`config.mk`:
```
export PLATFORM = sky130hd
export DESIGN_NAME = response_router
export DESIGN_NICKNAME = d
export VERILOG_FILES = /design/src/verilog/lanes_pkg.sv /design/src/verilog/response_router.sv
export SDC_FILE = /design/constraint.sdc
export NUM_CORES = 1
export LEC_CHECK = 0
export BUFFER_PORTS_ARGS = -buffer_cell sky130_fd_sc_hd__buf_2
export CAP_MARGIN = 20
export CELL_PAD_IN_SITES_DETAIL_PLACEMENT = 2
export CELL_PAD_IN_SITES_GLOBAL_PLACEMENT = 2
export CORE_MARGIN = 3
export CORE_UTILIZATION = 20
export CTS_CLUSTER_SIZE = 24
export DETAILED_ROUTE_END_ITERATION = 10
export PLACE_DENSITY = 0.8
export SYNTH_ARGS = -nofsm -noshare
export SYNTH_HDL_FRONTEND = slang
export SYNTH_SLANG_ARGS = --single-unit
```
`constraint.sdc`:
```
create_clock -name ap_clk -period 0.9 [get_ports ap_clk]
set_clock_uncertainty 0.1 [all_clocks]
set_input_delay 0.09 -clock ap_clk [delete_from_list [all_inputs] [get_ports ap_clk]]
set_output_delay 0.09 -clock ap_clk [all_outputs]
set_load 0.1 [all_outputs]
```
`src/verilog/lanes_pkg.sv`:
```
`default_nettype none

package lanes_pkg;

    // ----------------------------------------------------------------------
    // Widths with a meaning
    // ----------------------------------------------------------------------
    typedef logic [15:0] mem_addr_t;
    typedef logic [15:0] mem_data_t;
    typedef logic [31:0] lane_sum_t;
    typedef logic [11:0] word_count_t;
    typedef logic [3:0]  wb_addr_t;
    typedef logic [31:0] wb_data_t;

    // ----------------------------------------------------------------------
    // Register map, word addresses
    // ----------------------------------------------------------------------
    // Bit 0 is start, write only
    localparam wb_addr_t reg_ctrl_addr     = 4'd0;
    localparam wb_addr_t reg_base_addr     = 4'd1;
    localparam wb_addr_t reg_count_addr    = 4'd2;
    // Bit 0 is done
    localparam wb_addr_t reg_status_addr   = 4'd3;
    // Lane i sum at reg_sum_base_addr + i
    localparam wb_addr_t reg_sum_base_addr = 4'd4;

    // Arbiter grant holding stage in front of the request FIFO
    typedef enum logic {
        arb_idle,
        arb_hold
    } arb_state_t;

endpackage : lanes_pkg

`default_nettype wire

```
`src/verilog/response_router.sv`:
```
`timescale 1ns/100ps
`default_nettype none

module response_router import lanes_pkg::*; #(
    parameter int NUM_LANES = 4
) (
    input  logic                         ap_clk,
    input  logic                         areset_lanes,
    input  logic                         mem_resp_valid,
    input  logic [$clog2(NUM_LANES)-1:0] mem_resp_id,
    input  mem_data_t                    mem_resp_data,
    output logic [NUM_LANES-1:0]         lane_resp_valid,
    output mem_data_t                    lane_resp_data
);

    localparam int ID_W = $clog2(NUM_LANES);

    typedef logic [ID_W-1:0] lane_id_t;

    // One-hot valid by lane id
    always_ff @(posedge ap_clk) begin
        if (areset_lanes) begin
            lane_resp_valid <= '0;
        end else begin
            for (int i = 0; i < NUM_LANES; i++) begin
                lane_resp_valid[i] <= mem_resp_valid && (mem_resp_id == lane_id_t'(i));
            end
        end
    end

    // Data shared by all lanes, qualified by the valids above
    always_ff @(posedge ap_clk) begin
        lane_resp_data <= mem_resp_data;
    end

endmodule : response_router

`default_nettype wire
```
# Word level (Yosys, flattened, before mapping)

Index checks and enable logic that the tools add are counted.

Eq/ne operators: 3
Reduce and logical (&&, ||, !) cells: 5

Operators with widths:

| cell                                                                   | count |
|---|---|
| 2-bit equality test (second input constant)                            | 2 |
| 1-bit logical AND                                                      | 4 |
| 2-bit by 1-bit equality test with 1-bit output (second input constant) | 1 |
| 2-bit logical NOT                                                      | 1 |

Bits of input ports: 21
Word-level logic and storage cells: 10
Bits in registers: 20

# Logic depth before layout (Yosys ltp)

Gate-level depths: netlist (run 1).

Word-level depth: 2
Gate-level depth with buffers: 1
Gate-level depth less buffers: 1

# Worst setup path after synthesis (run 1)

OpenSTA, ideal clock, no wires.

Kind: register to output
Start: register lane_resp_data[0]
End: output lane_resp_data[0]
Arrival: 0.909 ns
Path buffers: 0
Setup slack: -0.199 ns
Stages on the path, launching flop included: 1
Cell sequence: dfxtp_1

RTL lines:

| element                | line                  | source |
|---|---|---|
| from (decl)            | response_router.sv:13 | `output mem_data_t lane_resp_data` |
| from (signal assigned) | response_router.sv:33 | `lane_resp_data <= mem_resp_data;` |

No word-level cell between the ends.

# Worst setup path in the final report (run 1)

Start: register lane_resp_data[0]
End: output lane_resp_data[0]

No word-level cell between the ends.

==> results of run 1 <==
==> stage by stage <==
step                worst slack [ns]  total power, mW  TNS, ns
finish                        -0.125             2.11    -2.32
global route                  -0.176             2.19    -3.07
CTS                           -0.141             2.12    -2.41
detailed placement             0.202             1.55        0
global placement               0.219             1.53        0
floorplan                     0.0842             1.29        0
==> routing by layer <==
metal	global-route usage, %	routed length (microns)	part of all wire [%]
met5	0	0	0
met4	8.09	38	1.7
met3	9.30	296	13
met2	30.2	1050	48
met1	18.4	819	37
==> power by group through the flow <==
| stage | clock network (mW) | registers (mW) | logic (mW) |
|---|---|---|---|
| 6_report | 0.511 | 0.975 | 0.622 |
| 5_1_grt | 0.571 | 0.980 | 0.641 |
| 4_1_cts | 0.520 | 0.975 | 0.621 |
| 3_5_place_dp | 0 | 0.995 | 0.553 |
| 3_3_place_gp | 0 | 0.990 | 0.540 |
| 2_1_floorplan | 0 | 1.28 | 0.00746 |
==> cells in the mapped netlist <==
master / n / area (sq um)
and4b_1: 1 / 10.0
and4bb_2: 2 / 25.0
dfxtp_1: 20 / 400
nor4b_2: 1 / 15.0
==> what timing repair did <==
item / CTS / global route
endpoints found under the setup margin: 20 / 22
endpoints found under the hold margin: 18 / 1
gates resized for setup: 0 / 1
pin swaps: 0 / 1
==> cell families after synthesis <==
logic type	count (synthesis)
DFF	20
and+or+nand+nor	4
==> registers in the layout, indices dropped and copies added (netlist names) <==
name / count
lane_resp_data: 16
lane_resp_valid: 4
==> path summary, 6_finish.rpt <==
kind	depth (start not counted)	to	from	slack (ns)
worst max-delay path	1	lane_resp_data[0]	lane_resp_data[0]$_DFF_P_	-0.12
worst min-delay path	2	lane_resp_valid[0]$_SDFF_PP0_	mem_resp_id[1]	-0.11
==> area by class of cell <==
cell class                 instances  area share [%]
timing repair buffer              57            55.6
sequential                        20            34.6
multi-input combinational          4            4.07
clock buffer                       4            2.95
tap                               27            2.75
==> layout by cell type (no fill, tap or decap), drive strengths merged <==
| cell | n |
|---|---|
| and4bb | 2 |
| nor4b | 1 |
| clkbuf | 4 |
| and4b | 1 |
| dfxtp | 20 |
| buf | 38 |
| dlygate4sd3 | 18 |
| dlymetal6s4s | 1 |
==> out/results.ini, run 1 <==
[status]
outcome=complete, but fails checks
violations=hold timing, setup timing

[routing]
wire_per_inst_microns=19.6
dr.pass1.iters=1
routed_wl_mm=2.20
vias_per_cell=3.88
postRouteAntennaNets=0
drt-initial-drc-count=0
vias=435
drc=0

[yosys]
synthesis.nets=45
synth_area_sq_um=450
ys_types=4
seq_area_frac_synth_pct=88.9
muxShareOfSynthArea_pct=0
ys_ff_latch=20
synth_top_family_by_area=simple AND/OR/NAND/NOR gates
synthAdderAreaFrac_pct=0
synth-simple-area-share_pct=11.1
synth_warnings=0
netlist_instances=24
synth-compound-area-share_pct=0
syn_area_per_cell_sq_um=18.8
synth-xor-area-share_pct=0

[clock_network]
cts_tree=built
numClockSinks=20
cts_setup_buffers=0
hold_buffers=19
cts.path.max_buffers=2
clk_pin_slew_ns=0.11
cts-buffers-inserted=3
cts-htree-levels=1
cts-root-buf=clkbuf_4

[die]
ios=41
rows=16
die_area_sq_mm=0.00286
core_sq_mm=0.00204
die_x_microns=53.5
die_height_microns=53.5
start_util_pct=22.1

[worst_setup_path]
crit_arrival_ns=0.83
crit_slowest_cell=dfxtp_2
crit_type=reg -> out
slowest_delay_ns=0.37
required_ns=0.71
crit_buf_inv=1
path_cells=buf_12
critical_path.top_delay_family=flip-flops
endpoint_kind=output port
crit_fanout=1
start_kind=flop

[pwr]
intPower_mw=1.43
pwr-share-clk_pct=24.2
seq_power_share_pct=46.3
p_leak_nw=0.549
p_sw_share_pct=32.0
ir_worst_vdd_v=0.00102
combPwrFrac_pct=29.5
switchingPower_uw=675
pwr_density_cell_mw_per_mm2=1720

[cells_and_area]
stdcell_area_sq_mm=0.00123
instances_no_fill=112
nets=107
multi_input_area_sq_um=50.0
fin_util_pct=60.2
drive_above_1_share_pct=76.5
syn_to_final_growth_pct=173
layout.area.seq_sq_um=425
antenna_cells=0
fill_cells=176

[sta]
fin_crit_ns=1.02
worst_slew_pin_slew_ns=0.168
rsz0062_at_grt=yes
hold_slack_ns=-0.112
maxSlewViolCount=0
hold_viol_final=1
worst_slack_ns=-0.125
clock.fmax_mhz=976
setup_violations=20
relSlewSlack_pct=88.8
finalCritPeriodShare_pct=114

[grt]
grt_usage_pct=18.0
grt_pass1_vias=551
grt_pass1_wl_mm=3.27
grt_max_degree=12
gr-total-overflow=0
antenna_found_initial=0

[placement]
gp_congestion=0.531
place_area_sq_mm=0.00101
placed_cells=91
dp_hpwl_mm=1.38
numPortBuffers=40

[hold_path]
hold_path.class=in -> reg

[job]
cap_violations=0

Note: power is estimated with default switching activity, not from simulation.
==> run 2: changes to the inputs <==
--- a/config.mk
+++ b/config.mk
@@ -10,10 +10,11 @@
 export CELL_PAD_IN_SITES_DETAIL_PLACEMENT = 2
 export CELL_PAD_IN_SITES_GLOBAL_PLACEMENT = 2
 export CORE_MARGIN = 3
-export CORE_UTILIZATION = 20
+export CORE_UTILIZATION = 19
 export CTS_CLUSTER_SIZE = 24
 export DETAILED_ROUTE_END_ITERATION = 10
-export PLACE_DENSITY = 0.8
+export PLACE_DENSITY = 0.77
+export SLEW_MARGIN = 0
 export SYNTH_ARGS = -nofsm -noshare
 export SYNTH_HDL_FRONTEND = slang
 export SYNTH_SLANG_ARGS = --single-unit
==> constraint.sdc (replaced) <==
create_clock -name ap_clk -period 1.14 [get_ports ap_clk]
set_clock_uncertainty 0.1 [all_clocks]
set_input_delay 0.114 -clock ap_clk [delete_from_list [all_inputs] [get_ports ap_clk]]
set_output_delay 0.114 -clock ap_clk [all_outputs]
set_load 0.1 [all_outputs]
==> run 2 against run 1 <==
Net effect:
- the run now ends clean
- final cell count is 1.8% higher
- cell area is 2.2% lower
- worst setup slack better by 0.18 ns
- critical path type unchanged
- largest cell class unchanged
==> out/results.ini, run 2 (synthesis gave the netlist of run 1 again) <==
[worst_setup_path]
slowest_delay_ns=0.39
crit_type=reg -> out
crit_buf_inv=1
path_cells=buf_12
critical_path.top_delay_family=flip-flops
start_kind=flop
crit_fanout=1
endpoint_kind=output port
crit_slowest_cell=dfxtp_1
required_ns=0.93
crit_arrival_ns=0.87

[grt]
grt_pass1_vias=489
grt_usage_pct=14.3
globalRouteMet3Util_pct=2.18
grt_pass1_wl_mm=2.66
use_met1_pct=14.6
grt_use_met2_pct=26.0
antenna_found_initial=0
grt_max_degree=11
gr-total-overflow=0
busiest_layer=met2

[routing]
wire_per_inst_microns=15.4
drc=0
dr.pass1.iters=1
vias=423
postRouteAntennaNets=0
drt-initial-drc-count=0
vias_per_cell=3.71
routed_wl_mm=1.75

[cells_and_area]
multi_input_area_sq_um=50.0
layout.cells.most_common_list=buf_2, buf_12, dlygate4sd3_1, dfxtp_1, clkbuf_4
fin_util_pct=53.8
syn_to_final_growth_pct=167
largest_register_ffs=16
drive_above_1_share_pct=55.8
fill_cells=201
largestRegisters=lane_resp_data (16), lane_resp_valid (4)
nets=109
antenna_cells=0
regMostFlops=lane_resp_data
layout.area.seq_sq_um=403

[sta]
setup_violations=0
clock.fmax_mhz=922
finalCritPeriodShare_pct=95.2
maxSlewViolCount=0
rsz0062_at_grt=no
relSlewSlack_pct=84.6
fin_crit_ns=1.09
worst_slew_pin_slew_ns=0.231
tns_ns=0
hold_viol_final=0

[hold_path]
min_to=lane_resp_valid[0]$_SDFF_PP0_
hold_path.class=in -> reg
min_from=mem_resp_valid
hold-path-cell-count=2

[clock_network]
cts_setup_buffers=0
clk_pin_slew_ns=0.10
cts-root-buf=clkbuf_4
cts-htree-levels=1
cts_tree=built
cts.path.max_buffers=2
cts-buffers-inserted=3
numClockSinks=20

[placement]
gp_congestion=0.575
numPortBuffers=40

[pwr]
ir_worst_vdd_v=0.000841
p_leak_nw=0.539
pwr_density_cell_mw_per_mm2=1300

[die]
die_x_microns=54.7
die_area_sq_mm=0.00299
rows=17
start_util_pct=20.2
die_height_microns=54.7
ios=41
core_sq_mm=0.00223

[status]
outcome=finished clean

[job]
cap_violations=0

-- run 2: worst max path at each step --
stage | from | end | cells after the start
floorplan | lane_resp_data[0]$_DFF_P_ | lane_resp_data[0] | 0
global placement | mem_resp_id[1] | lane_resp_valid[0]$_SDFF_PP0_ | 2
detailed placement | lane_resp_valid[1]$_SDFF_PP0_ | lane_resp_valid[1] | 1
CTS | lane_resp_valid[1]$_SDFF_PP0_ | lane_resp_valid[1] | 1
global route | lane_resp_data[5]$_DFF_P_ | lane_resp_data[5] | 1
finish | lane_resp_data[5]$_DFF_P_ | lane_resp_data[5] | 1
-- run 2: cell type report --
cell class,count,area share (%)
repair buffers,59,57.5
flip-flops and latches,20,33.5
multi-input cells,4,4.17
well taps,28,2.92
clock buffers,3,1.88
-- run 2: metrics by stage --
stage / power, mW / std cells / cell area, sq um / hold WS (ns) / setup slack [ns]
after floorplan: 1.01 / 24 / 450 / 0.0417 / 0.0170
after global placement: 1.20 / 92 / 986 / 0.117 / 0.397
after detailed placement: 1.21 / 92 / 986 / 0.118 / 0.378
after CTS: 1.57 / 114 / 1200 / 0.0237 / 0.0417
after global routing: 1.64 / 114 / 1200 / 0.0208 / 0.00434
final: 1.56 / 114 / 1200 / 0.0319 / 0.0549
-- run 2: repair_timing --
action / CTS / global route
endpoints found under the setup margin: 0 / 2
endpoints found under the hold margin: 17 / 0
resized for setup: 0 / 2
hold buffers: 19 / 0
-- run 2: metal layers --
metal | up-vias | part of all wire (%) | wire, microns
met5 | - | 0 | 0
li1 | 205 | - | -
met3 | 2 | 5.5 | 97
met4 | 0 | 2.3 | 40
met2 | 19 | 59 | 1030
met1 | 197 | 34 | 587
-- run 2: report_power, final --
part	internal [mW]	switching (mW)	leakage (nW)
sequential	0.734	0.0294	0.168
clock	0.123	0.193	0.0138
combinational	0.197	0.287	0.358
==> run 3: changes to the inputs <==
--- a/config.mk
+++ b/config.mk
@@ -10,10 +10,11 @@
 export CELL_PAD_IN_SITES_DETAIL_PLACEMENT = 2
 export CELL_PAD_IN_SITES_GLOBAL_PLACEMENT = 2
 export CORE_MARGIN = 3
-export CORE_UTILIZATION = 19
+export CORE_UTILIZATION = 21
+export CTS_BUF_LIST = sky130_fd_sc_hd__clkbuf_8
 export CTS_CLUSTER_SIZE = 24
 export DETAILED_ROUTE_END_ITERATION = 10
-export PLACE_DENSITY = 0.77
+export PLACE_DENSITY = 0.83
 export SLEW_MARGIN = 0
 export SYNTH_ARGS = -nofsm -noshare
 export SYNTH_HDL_FRONTEND = slang
==> run 3 against run 2 <==
Net effect:
- combinational power increased by 2%
- flip-flop and latch count stayed put
- count of clock-buffer cells in the layout up 1
- first-iteration DRC count is 1 higher
- clock power rose by 74%
- worst hold slack better by 0.045 ns
- final cell count unchanged
- total power grew 16%
==> out/results.ini, run 3 (synthesis gave the netlist of run 1 again) <==
[status]
outcome=finished clean

[worst_setup_path]
crit_buf_inv=1
path_cells=buf_12
crit_arrival_ns=0.86
crit_fanout=1
crit_slowest_cell=dfxtp_1
required_ns=0.93
slowest_delay_ns=0.39
critical_path.top_delay_family=flip-flops
start_kind=flop
endpoint_kind=output port
crit_type=reg -> out

[die]
die_height_microns=52.3
die_area_sq_mm=0.00274
rows=16
ios=41
die_x_microns=52.3
start_util_pct=22.5
core_sq_mm=0.00200

[sta]
finalCritPeriodShare_pct=93.8
fin_crit_ns=1.07
maxSlewViolCount=0
tns_ns=0
hold_viol_final=0
setup_violations=0
hold_slack_ns=0.0768
worst_slew_pin_slew_ns=0.199
relSlewSlack_pct=86.7
rsz0062_at_grt=no
clock.fmax_mhz=935

[cells_and_area]
fill_cells=160
largest_register_ffs=16
drive_above_1_share_pct=54.0
fin_util_pct=61.4
nets=109
antenna_cells=0
instances_no_fill=114
syn_to_final_growth_pct=173
layout.cells.most_common_list=buf_2, dfxtp_1, buf_12, dlygate4sd3_1, clkbuf_8
regMostFlops=lane_resp_data
largestRegisters=lane_resp_data (16), lane_resp_valid (4)

[clock_network]
numClockSinks=20
cts_tree=built
cts-buffers-inserted=3
hold_buffers=19
cts_setup_buffers=0
cts-root-buf=clkbuf_8
ctsResizeCount=0
clk_pin_slew_ns=0.08
cts-htree-levels=1
cts.path.max_buffers=2

[placement]
numPortBuffers=40
gp_congestion=0.607
dp_hpwl_mm=1.24
placed_cells=91

[pwr]
seq_power_share_pct=42.3
p_sw_share_pct=31.5
p_leak_nw=0.554
combPwrFrac_pct=27.2
ir_worst_vdd_v=0.000930
p_total_mw=1.81
pwr-share-clk_pct=30.5
pwr_density_cell_mw_per_mm2=1470
switchingPower_uw=569
intPower_mw=1.24

[grt]
grt_usage_pct=19.4
grt_max_degree=12
grt_pass1_vias=514
gr-total-overflow=0
antenna_found_initial=0
grt_pass1_wl_mm=3.44

[routing]
vias=432
met1Wirelength_microns=889
met3_length_microns=165
wire_per_inst_microns=20.0
top_layer=met4
wl_met2_mm=1.16
drt-initial-drc-count=1
dr.pass1.iters=2
vias_per_cell=3.79
drc=0
routed_wl_mm=2.28
postRouteAntennaNets=0

[job]
cap_violations=0

[hold_path]
hold-path-cell-count=2
min_from=mem_resp_valid
hold_path.class=in -> reg
min_to=lane_resp_valid[0]$_SDFF_PP0_

## run 3: worst max-delay path by stage
stage / start / to / slack, ns / depth (start not counted)
after CTS: lane_resp_data[8]$_DFF_P_ / lane_resp_data[8] / 0.1 / 1
after detailed placement: lane_resp_data[8]$_DFF_P_ / lane_resp_data[8] / 0.38 / 1
after global placement: lane_resp_valid[0]$_SDFF_PP0_ / lane_resp_valid[0] / 0.41 / 1
after global routing: lane_resp_data[8]$_DFF_P_ / lane_resp_data[8] / 0.03 / 1
after floorplan: lane_resp_data[0]$_DFF_P_ / lane_resp_data[0] / 0.02 / 0
final: lane_resp_data[8]$_DFF_P_ / lane_resp_data[8] / 0.07 / 1
## run 3: stage by stage
step,setup slack [ns],cell area [sq um]
after floorplan,0.0170,450
after global placement,0.407,985
after detailed placement,0.381,985
after CTS,0.0977,1230
after global routing,0.0344,1230
final,0.0708,1230
## run 3: power groups by stage
stage	clock network, mW	registers, mW	logic, mW
final	0.551	0.764	0.492
after global routing	0.607	0.767	0.505
after CTS	0.542	0.763	0.485
after detailed placement	0	0.779	0.434
after global placement	0	0.775	0.426
after floorplan	0	1.00	0.00589
## run 3: cell type report
cell class / instances / area [sq um] / share of cell area (%)
repair buffers: 59 / 691 / 56.2
clock buffers: 4 / 55.1 / 4.48
flip-flops and latches: 20 / 400 / 32.6
well taps: 27 / 33.8 / 2.75
multi-input cells: 4 / 50.0 / 4.07
## run 3: layer usage
layer  track usage [%]  vias up
met5                 0        -
met4              11.5        0
met3              5.13        5
met2              33.3       29
met1              21.0      193
li1                  -      205
