[config.mk]
export PLATFORM = sky130hd
export DESIGN_NAME = lane_config_regs_flat
export DESIGN_NICKNAME = d
export VERILOG_FILES = /design/src/verilog/lanes_pkg.sv /design/src/verilog/lane_cfg_if.sv /design/src/verilog/lane_config_regs.sv /design/src/flat_wrapper.sv
export SDC_FILE = /design/constraint.sdc
export NUM_CORES = 1
export LEC_CHECK = 0
export BUFFER_PORTS_ARGS = -buffer_cell sky130_fd_sc_hd__buf_2
export CELL_PAD_IN_SITES_DETAIL_PLACEMENT = 1
export CELL_PAD_IN_SITES_GLOBAL_PLACEMENT = 2
export CORE_MARGIN = 2
export CORE_UTILIZATION = 25
export CTS_CLUSTER_SIZE = 40
export DETAILED_ROUTE_END_ITERATION = 6
export PLACE_DENSITY = 0.91
export SLEW_MARGIN = 20
export SYNTH_ARGS = -nofsm -noshare
export SYNTH_HDL_FRONTEND = slang
export SYNTH_SLANG_ARGS = --single-unit
[constraint.sdc]
create_clock -name ap_clk -period 5.08 [get_ports ap_clk]
set_clock_uncertainty 0.05 [all_clocks]
set_input_delay 1.016 -clock ap_clk [delete_from_list [all_inputs] [get_ports ap_clk]]
set_output_delay 1.016 -clock ap_clk [all_outputs]
set_load 0.005 [all_outputs]
[src/verilog/lanes_pkg.sv]
`default_nettype none

package lanes_pkg;

    // ----------------------------------------------------------------------
    // Widths with a meaning
    // ----------------------------------------------------------------------
    typedef logic [15:0] mem_addr_t;
    typedef logic [15:0] mem_data_t;
    typedef logic [31:0] lane_sum_t;
    typedef logic [11:0] word_count_t;
    typedef logic [3:0]  wb_addr_t;
    typedef logic [31:0] wb_data_t;

    // ----------------------------------------------------------------------
    // Register map, word addresses
    // ----------------------------------------------------------------------
    // Bit 0 is start, write only
    localparam wb_addr_t reg_ctrl_addr     = 4'd0;
    localparam wb_addr_t reg_base_addr     = 4'd1;
    localparam wb_addr_t reg_count_addr    = 4'd2;
    // Bit 0 is done
    localparam wb_addr_t reg_status_addr   = 4'd3;
    // Lane i sum at reg_sum_base_addr + i
    localparam wb_addr_t reg_sum_base_addr = 4'd4;

    // Arbiter grant holding stage in front of the request FIFO
    typedef enum logic {
        arb_idle,
        arb_hold
    } arb_state_t;

endpackage : lanes_pkg

`default_nettype wire

[src/verilog/lane_cfg_if.sv]
`timescale 1ns/100ps
`default_nettype none

interface lane_cfg_if import lanes_pkg::*; #(
    parameter int NUM_LANES = 4
);

    // Descriptor broadcast to all lanes
    logic        start;
    mem_addr_t   base_addr;
    word_count_t word_count;

    // Per-lane status, one slot per lane
    logic [NUM_LANES-1:0] lane_done;
    lane_sum_t            lane_sum [NUM_LANES];

    modport regs (
        output start, base_addr, word_count,
        input  lane_done, lane_sum
    );

    modport lanes (
        input  start, base_addr, word_count,
        output lane_done, lane_sum
    );

endinterface : lane_cfg_if

`default_nettype wire

[src/verilog/lane_config_regs.sv]
`timescale 1ns/100ps
`default_nettype none

module lane_config_regs import lanes_pkg::*; #(
    parameter int NUM_LANES = 4
) (
    input  logic     ap_clk,
    input  logic     areset_lanes,
    input  logic     wb_cyc,
    input  logic     wb_stb,
    input  logic     wb_we,
    input  wb_addr_t wb_adr,
    input  wb_data_t wb_dat_w,
    output wb_data_t wb_dat_r,
    output logic     wb_ack,
    lane_cfg_if.regs cfg,
    output logic     done
);

    logic     wb_req;
    logic     wb_wr;
    wb_data_t rd_data;

    // New access only when no ack is pending
    assign wb_req = wb_cyc && wb_stb && !wb_ack;
    assign wb_wr  = wb_req && wb_we;

    // ----------------------------------------------------------------------
    // Ack, start pulse, descriptor registers
    // ----------------------------------------------------------------------
    always_ff @(posedge ap_clk) begin
        if (areset_lanes) begin
            wb_ack         <= 1'b0;
            cfg.start      <= 1'b0;
            cfg.base_addr  <= '0;
            cfg.word_count <= '0;
        end else begin
            wb_ack    <= wb_req;
            cfg.start <= wb_wr && (wb_adr == reg_ctrl_addr) && wb_dat_w[0];
            if (wb_wr && (wb_adr == reg_base_addr)) begin
                cfg.base_addr <= mem_addr_t'(wb_dat_w);
            end
            if (wb_wr && (wb_adr == reg_count_addr)) begin
                cfg.word_count <= word_count_t'(wb_dat_w);
            end
        end
    end

    // Bundle done, forced low by start so status drops right after the ack
    always_ff @(posedge ap_clk) begin
        if (areset_lanes) begin
            done <= 1'b1;
        end else if (cfg.start) begin
            done <= 1'b0;
        end else begin
            done <= &cfg.lane_done;
        end
    end

    // ----------------------------------------------------------------------
    // Read mux
    // ----------------------------------------------------------------------
    always_comb begin
        rd_data = '0;
        case (wb_adr)
            reg_base_addr:   rd_data = wb_data_t'(cfg.base_addr);
            reg_count_addr:  rd_data = wb_data_t'(cfg.word_count);
            reg_status_addr: rd_data = wb_data_t'(done);
            default:         rd_data = '0;
        endcase
        for (int i = 0; i < NUM_LANES; i++) begin
            if (wb_adr == wb_addr_t'(int'(reg_sum_base_addr) + i)) begin
                rd_data = cfg.lane_sum[i];
            end
        end
    end

    // Data captured with the ack
    always_ff @(posedge ap_clk) begin
        if (wb_req) begin
            wb_dat_r <= rd_data;
        end
    end

endmodule : lane_config_regs

`default_nettype wire

[src/flat_wrapper.sv]
// flat-port wrapper written by rule: the top's interface ports become plain ports
module lane_config_regs_flat import lanes_pkg::*;
#(
    parameter int NUM_LANES = 4
)
  (ap_clk, areset_lanes, wb_cyc, wb_stb, wb_we, wb_adr, wb_dat_w, wb_dat_r, wb_ack, done, cfg_start, cfg_base_addr, cfg_word_count, cfg_lane_done, cfg_lane_sum);
  lane_cfg_if #(.NUM_LANES(NUM_LANES)) cfg_i ();
  input  logic ap_clk;
  input  logic areset_lanes;
  input  logic wb_cyc;
  input  logic wb_stb;
  input  logic wb_we;
  input  wb_addr_t wb_adr;
  input  wb_data_t wb_dat_w;
  output wb_data_t wb_dat_r;
  output logic wb_ack;
  output logic done;
  output wire logic [$bits(cfg_i.start)-1:0] cfg_start;
  output wire logic [$bits(cfg_i.base_addr)-1:0] cfg_base_addr;
  output wire logic [$bits(cfg_i.word_count)-1:0] cfg_word_count;
  input wire logic [$bits(cfg_i.lane_done)-1:0] cfg_lane_done;
  input wire logic [$bits(cfg_i.lane_sum)-1:0] cfg_lane_sum;
  assign cfg_start = cfg_i.start;
  assign cfg_base_addr = cfg_i.base_addr;
  assign cfg_word_count = cfg_i.word_count;
  assign cfg_i.lane_done = cfg_lane_done;
  assign cfg_i.lane_sum = {>>{cfg_lane_sum}};
  lane_config_regs #(.NUM_LANES(NUM_LANES)) u_core (.ap_clk(ap_clk), .areset_lanes(areset_lanes), .wb_cyc(wb_cyc), .wb_stb(wb_stb), .wb_we(wb_we), .wb_adr(wb_adr), .wb_dat_w(wb_dat_w), .wb_dat_r(wb_dat_r), .wb_ack(wb_ack), .cfg(cfg_i), .done(done));
endmodule
# Word-level counts from Yosys, hierarchy flattened
# Cells that the tools add are included.
# W data, S select, Z words.
[totals]
regBits = 63
latchBits = 0
ram_bits = 0
romBits = 0
input_bits = 173
output_inout_bits = 63
wordCells = 29
mem_count = 0
[op_classes]
n_addsub = 0
mul = 0
n_div = 0
magnitude_cmp = 0
n_eq_ne = 7
n_shift = 0
n_mux = 6
n_bitwise = 0
reduce_logical = 10
[ops]
columns = ["op", "count"]
rows = [
  ["$mux W32", 4],
  ["$pmux W16 S3", 1],
  ["$eq A4 B3 Y1 const B", 4],
  ["$eq A4 B2 Y1 const B", 2],
  ["$logic_and A1 B1 Y1", 7],
  ["$eq A4 B1 Y1 const B", 1],
  ["$logic_not A4 Y1", 1],
  ["$reduce_and A4 Y1", 1],
  ["$logic_not A1 Y1", 1],
  ["$mux W1", 1],
]

# Longest topological paths before layout
# Gate-level depths: netlist of run 1.
[depth]
depth_word = 6
ltp_mapped = 6
ltp_nobuf = 4

# Least setup slack after synthesis of run 1
# Ideal clock, no wire load.
[synth_path]
path_kind = "in2reg"
start = "in wb_stb"
end = "reg u_core.cfg.base_addr[10]"
setup_ps = 128
arrival_time_ps = 2276
t_required_ps = 4902
setup_slack_ps = 2626
stages = 6
path_buffers = 2
path_cell_list = "and3b_1 buf_2 nand4_4 buf_6 mux2i_1 nor2_1"
[synth_via]
elab_chain_cells = 4
[synth_lines]
columns = ["item", "line_no", "source"]
rows = [
  ["start: declaration", "flat_wrapper.sv:11", "input logic wb_stb;"],
  ["$logic_and A1 B1 Y1 (2 in a row)", "lane_config_regs.sv:25", "assign wb_req = wb_cyc && wb_stb && !wb_ack;"],
  ["net u_core.wb_req", "lane_config_regs.sv:20", "logic wb_req;"],
  ["$logic_and A1 B1 Y1", "lane_config_regs.sv:26", "assign wb_wr = wb_req && wb_we;"],
  ["$logic_and A1 B1 Y1", "lane_config_regs.sv:40", "if (wb_wr && (wb_adr == reg_base_addr)) begin"],
  ["end signal: assignment", "lane_config_regs.sv:41", "cfg.base_addr <= mem_addr_t'(wb_dat_w);"],
  ["end: declaration", "lane_cfg_if.sv:18", "output start, base_addr, word_count,"],
]
# The timed path passes the listed nets, and every way through them passes these cells.
# A chain may end at the register's enable or synchronous reset.

# Worst setup path after layout of run 1
[layout_path]
start = "in wb_adr[1]"
end = "reg u_core.cfg.word_count[1]"
[layout_via]
elab_chain_cells = 2
[layout_lines]
columns = ["item", "line_no", "source"]
rows = [
  ["start: declaration", "flat_wrapper.sv:13", "input wb_addr_t wb_adr;"],
  ["$eq A4 B2 Y1", "lane_config_regs.sv:43", "if (wb_wr && (wb_adr == reg_count_addr)) begin"],
  ["$logic_and A1 B1 Y1", "lane_config_regs.sv:43", ""],
  ["end signal: assignment", "lane_config_regs.sv:44", "cfg.word_count <= word_count_t'(wb_dat_w);"],
  ["end: declaration", "lane_cfg_if.sv:18", ""],
]
# Every way passes these cells.

==> results.py, run 1 <==
metrics = {
    "clocking": {
        "cts_root_buf": "clkbuf_16",
        "clock_sinks": 63,
        "cts_tree": "done",
        "cts_resized": 0,
        "htreeDepth": 3,
        "cts_buffers": 9,
        "ctsHoldBuffers": 0,
        "clkLatencyLatePin_ps": 330,
        "clk_pin_slew_ps": 50,
        "clock_tree.buffer_depth": 2,
        "cts_setup_buffers": 0,
    },
    "synthesis": {
        "netlist_area_um2": 3520,
        "synth_xor_area_frac": 0,
        "seq_area_frac_synth": 0.450,
        "synth-edff-count": 32,
        "synth.ff_latch_count": 63,
        "synth-simple-area-share": 0.145,
        "synth.distinct_cells": 46,
        "synth_fa_ha_area_frac": 0,
        "async_reset_ff_frac": 0,
        "ys.flop_type": "edfxtp_1",
        "syn_nets": 507,
        "netlist_instances": 334,
        "synth_area_per_cell_um2": 10.5,
        "synth_compound_area_frac": 0.142,
        "yosysWarnings": 0,
        "synth_mux_area_frac": 0.220,
        "synth_top_family_by_area": "multiplexers",
    },
    "sta": {
        "finalHoldViolCount": 0,
        "max_freq_mhz": 315,
        "timing.final.crit_share": 0.624,
        "drv_slew": 0,
        "setup_tns_ps": 0,
        "fin_crit_ps": 3170,
        "rsz0062_at_grt": "no",
        "slew-limit-headroom": 0.349,
        "setup_violations": 0,
        "tightest_slew_ps": 972,
    },
    "cells_and_area": {
        "layout.nets": 713,
        "final_area_um2": 5010,
        "drive_gt1_frac": 0.473,
        "syn_to_final_growth_pct": 42.5,
    },
    "global_route": {
        "overflow": 0,
        "grt_usage": 0.166,
        "grt_pass1_vias": 3606,
        "grt_pass1_wl_mm": 18.7,
        "antenna_found_initial": 1,
        "grt_max_degree": 43,
    },
    "placement": {
        "portBuffers": 219,
        "gp_congestion": 0.712,
        "post-dp-hpwl_mm": 9.71,
        "dpl-instance-area_um2": 4720,
    },
    "route": {
        "avgRoutedWirePerCell_um": 17.3,
        "drcViolationCount": 0,
        "drt_iter0_drc": 104,
        "vias_per_cell": 4.76,
        "postRouteAntennaNets": 0,
        "drt-pass1-iter-count": 5,
        "num_vias": 3459,
        "wl_mm": 12.6,
    },
    "setup_path": {
        "crit_path_end_kind": "flip-flop",
        "ff2ff_setup_slack_ps": 2940,
        "reg2regPathDepth": 5,
        "critical_path_class": "input port to flip-flop",
        "cp.required_ps": 5230,
        "cp-start-kind": "input port",
        "cp_max_fo": 34,
        "timing.rr.end": "u_core.cfg.word_count[1]",
        "cp.arrival_ps": 3320,
        "rr_startpoint": "u_core.wb_ack",
        "startpoint": "wb_adr[1]",
    },
    "pwr": {
        "peakVddDrop_mv": 0.115,
        "p_leak_nw": 2.43,
        "power.density_nw_per_um2": 266,
    },
    "run": {
        "maxCapViolations": 0,
    },
    "min_path": {
        "whs_path_depth": 1,
        "hp-class": "flip-flop to flip-flop",
        "holdPathEnd": "u_core.done",
        "hold_start": "u_core.cfg.start",
    },
    "run_status": {
        "outcome": "finished, final reports clean",
    },
    "floorplan": {
        "io_pins": 236,
        "die_y_um": 123,
        "die-area_um2": 15000,
        "start_util": 0.254,
        "die_w_um": 123,
        "core_area_um2": 13800,
        "rows": 43,
    },
}
synthesized netlist by cell type (3+ instances only):
| cell type | number | area share |
|---|---|---|
| nand2b_1 | 3 | 0.0053 |
| mux2i_1 | 49 | 0.14 |
| a2bb2oi_1 | 7 | 0.017 |
| o21ai_0 | 6 | 0.0085 |
| a22oi_1 | 16 | 0.034 |
| mux4_2 | 7 | 0.045 |
| nand2_1 | 8 | 0.0085 |
| buf_2 | 12 | 0.017 |
| edfxtp_1 | 32 | 0.27 |
| inv_1 | 3 | 0.0032 |
| clkbuf_1 | 7 | 0.0075 |
| mux2_2 | 9 | 0.029 |
| o2bb2ai_1 | 5 | 0.012 |
| a21oi_1 | 17 | 0.024 |
| dfxtp_1 | 31 | 0.18 |
| o21ai_1 | 20 | 0.028 |
| and2_1 | 8 | 0.014 |
| nor2_1 | 46 | 0.049 |
| nor2b_1 | 14 | 0.025 |
| buf_4 | 4 | 0.0085 |
power breakdown:
part / internal [W] / total [W] / switching [W] / leakage (nW)
clock network: 0.000371 / 0.000588 / 0.000218 / 0.145
logic: 0.0000961 / 0.000188 / 0.0000923 / 1.74
registers: 0.000553 / 0.000557 / 0.00000413 / 0.546
total: 0.00102 / 0.00133 / 0.000314 / 2.43
kinds of logic (layout without fill, tap and decap cells):
logic type,Yosys count,in the layout
mux,67,67
other cells,0,1
compound gates,78,78
flops,63,63
simple gates,96,96
buf+inv,30,241
area by class of cell:
cell class	count	area (µm²)
fill	1646	8820
multi-input combinational	241	1780
sequential	63	1580
timing repair buffer	222	1120
clock buffer	13	272
tap	180	225
clock inverter	3	15.0
inverter	3	11.3
antenna	1	2.50
layout by cell type, fill, tap and decap left out, types with 4 or more instances in the layout:
cell type / instances
mux2_2: 9
edfxtp_1: 32
nor2b_1: 14
o2bb2ai_1: 5
a22oi_1: 16
mux4_2: 7
dfxtp_1: 31
o21ai_1: 20
a2bb2oi_1: 7
clkbuf_16: 10
o21ai_0: 6
nor2_1: 46
buf_4: 4
and2_1: 8
buf_2: 218
nand2_1: 8
a21oi_1: 17
mux2i_1: 49
critical path: stages:
cell and delay (ps):
buf_2 540, nor2b_1 660, nand4_2 680, mux2i_1 350
nor2_1 70
sequential cells by signal (all words and copies together) (netlist names):
name	cells
u_core.wb_dat_r	32
u_core.cfg.start	1
u_core.wb_ack	1
u_core.cfg.word_count	12
u_core.done	1
u_core.cfg.base_addr	16
per-layer routing:
layer	up-vias	track usage	routed length (µm)
li1	1650	-	-
met1	1663	0.192	5160
met2	134	0.296	6400
met3	12	0.0469	857
met4	0	0.0496	164
met5	-	0	0
metrics by stage:
step / utilization / cells / setup WS, ps / power (W) / hold WS, ps
floorplan: - / 334 / 2630 / 0.000659 / 389
global placement: 0.341 / 709 / 1570 / 0.000753 / 406
detailed placement: 0.341 / 709 / 1470 / 0.000759 / 400
CTS: 0.362 / 725 / 1820 / 0.00136 / 419
global route: 0.362 / 725 / 1700 / 0.00139 / 444
finish: 0.362 / 726 / 1910 / 0.00133 / 423
worst max path at each step:
stage | to | depth (start not counted) | slack [ps]
2_1_floorplan | u_core.cfg.base_addr[10] | 6 | 2630
3_3_place_gp | u_core.cfg.word_count[4] | 5 | 1570
6_report | u_core.cfg.word_count[1] | 5 | 1910
5_1_grt | u_core.cfg.word_count[8] | 5 | 1700
3_5_place_dp | u_core.cfg.word_count[1] | 5 | 1470
4_1_cts | u_core.cfg.word_count[1] | 5 | 1820
Note: power is estimated with default switching activity, not from simulation.
==> run 2: changes to the inputs <==
CORE_UTILIZATION = 23   (was 25)
PLACE_DENSITY = 0.85   (was 0.91)
clock period = 3.1 ns   (was 5.08 ns; I/O delays follow)
==> run 2 against run 1 <==
Critical path depth unchanged. Register-to-register slack worse by 1400 ps. Total power up 65%. Worst hold slack worse by 10 ps. Via count down 0.90%. Design area up 0.90%. Cell count up 1.7%. First-iteration DRC count up 7.7%. Worst setup slack worse by 940 ps. Die area up 8.4%. Sequential share of layout area down 0.28 points.
==> results.py, run 2 (synthesized netlist as in run 1, its figures left out) <==
metrics = {
    "route": {
        "drt_iter0_drc": 112,
        "avgRoutedWirePerCell_um": 17.7,
        "postRouteAntennaNets": 0,
        "num_vias": 3428,
        "vias_per_cell": 4.64,
        "drt-pass1-iter-count": 4,
        "wl_mm": 13.0,
        "drcViolationCount": 0,
    },
    "pwr": {
        "power.switching_w": 0.000521,
        "p_int_w": 0.00167,
        "clockPowerShare": 0.440,
        "power.density_nw_per_um2": 434,
        "netSwitchingFraction": 0.237,
        "power_frac_comb": 0.144,
        "peakVddDrop_mv": 0.216,
        "power_frac_seq": 0.416,
        "p_leak_nw": 2.46,
    },
    "cells_and_area": {
        "final_common_cell": "buf_2",
        "drive_gt1_frac": 0.478,
        "largest_reg_flops": 32,
        "n_antenna_cell": 0,
        "layout.nets": 718,
        "top_regs": "u_core.wb_dat_r (32), u_core.cfg.base_addr (16), u_core.cfg.word_count (12)",
        "mostFrequentLayoutCells": "buf_2, mux2i_1, nor2_1",
        "regMostFlops": "u_core.wb_dat_r",
        "syn_to_final_growth_pct": 43.8,
        "final_area_um2": 5050,
    },
    "global_route": {
        "grt_max_degree": 35,
        "antenna_found_initial": 0,
        "overflow": 0,
        "grt_usage": 0.159,
        "grt_pass1_wl_mm": 19.6,
        "grt_pass1_vias": 3664,
    },
    "setup_path": {
        "crit_path_end_kind": "flip-flop",
        "cp_max_fo": 20,
        "cp-start-kind": "input port",
        "startpoint": "wb_adr[2]",
        "ff2ff_setup_slack_ps": 1530,
        "critical_path_class": "input port to flip-flop",
        "endpoint": "u_core.wb_dat_r[10]",
        "cp.arrival_ps": 2260,
        "rr_startpoint": "u_core.wb_ack",
        "reg2regPathDepth": 4,
        "cp.required_ps": 3230,
        "timing.rr.end": "u_core.cfg.base_addr[2]",
    },
    "sta": {
        "timing.final.crit_share": 0.689,
        "setup_tns_ps": 0,
        "max_freq_mhz": 468,
        "holdWs_ps": 413,
        "finalHoldViolCount": 0,
        "slew-limit-headroom": 0.330,
        "rsz0062_at_grt": "no",
        "drv_slew": 0,
        "setup_violations": 0,
        "tightest_slew_ps": 1000,
        "fin_crit_ps": 2130,
    },
    "clocking": {
        "cts_setup_buffers": 0,
        "cts_root_buf": "clkbuf_16",
        "ctsHoldBuffers": 0,
        "clock_tree.buffer_depth": 2,
        "cts_tree": "done",
        "clkLatencyLatePin_ps": 330,
        "cts_buffers": 9,
        "htreeDepth": 3,
        "clk_pin_slew_ps": 50,
        "cts_resized": 0,
        "clock_sinks": 63,
    },
    "floorplan": {
        "rows": 45,
        "die_y_um": 128,
        "core_area_um2": 15100,
        "die-area_um2": 16300,
        "die_w_um": 128,
        "start_util": 0.233,
        "io_pins": 236,
    },
    "placement": {
        "portBuffers": 219,
        "post-dp-hpwl_mm": 10.1,
        "dpl-instance-area_um2": 4770,
        "gp_congestion": 0.758,
    },
    "min_path": {
        "hold_start": "u_core.cfg.start",
        "hp-class": "flip-flop to flip-flop",
    },
    "run_status": {
        "outcome": "finished, final reports clean",
    },
    "run": {
        "maxCapViolations": 0,
    },
}
-- run 2: worst min path at each step --
stage	end	slack, ps	cells after the start
4_1_cts	u_core.done	410	1
6_report	u_core.done	410	1
5_1_grt	u_core.done	440	1
2_1_floorplan	u_core.done	390	1
3_3_place_gp	u_core.done	420	1
3_5_place_dp	u_core.done	390	1
-- run 2: routing by layer --
layer	wire [µm]	global-route usage
met5	0	0
met4	191	0.0517
met1	5600	0.189
met3	820	0.0410
met2	6430	0.281
-- run 2: worst max-delay path, stage by stage --
cell       delay [ps]
buf_2             320
nor3b_2           880
o21ai_1           140
o21ai_1           160
o2bb2ai_1         140
-- run 2: area by class of cell --
cell class / count / area (µm²)
sequential: 63 / 1580
clock buffer: 13 / 272
tap: 188 / 235
clock inverter: 3 / 15.0
multi-input combinational: 241 / 1780
inverter: 3 / 11.3
fill: 1796 / 10000
timing repair buffer: 227 / 1160
-- run 2: power by group through the flow --
stage / sequential [W] / combinational (W) / clock, W
3_3_place_gp: 0.000930 / 0.000312 / 0
5_1_grt: 0.000916 / 0.000349 / 0.00104
3_5_place_dp: 0.000931 / 0.000321 / 0
2_1_floorplan: 0.000934 / 0.000145 / 0
4_1_cts: 0.000914 / 0.000323 / 0.00101
6_report: 0.000914 / 0.000316 / 0.000966
-- run 2: through the flow --
stage / cells / setup WS (ps) / util / power [W]
after floorplan: 334 / 1040 / - / 0.00108
after global placement: 722 / 658 / 0.316 / 0.00124
after detailed placement: 722 / 598 / 0.316 / 0.00125
after CTS: 738 / 941 / 0.335 / 0.00224
after global routing: 738 / 774 / 0.335 / 0.00231
final: 738 / 965 / 0.335 / 0.00220
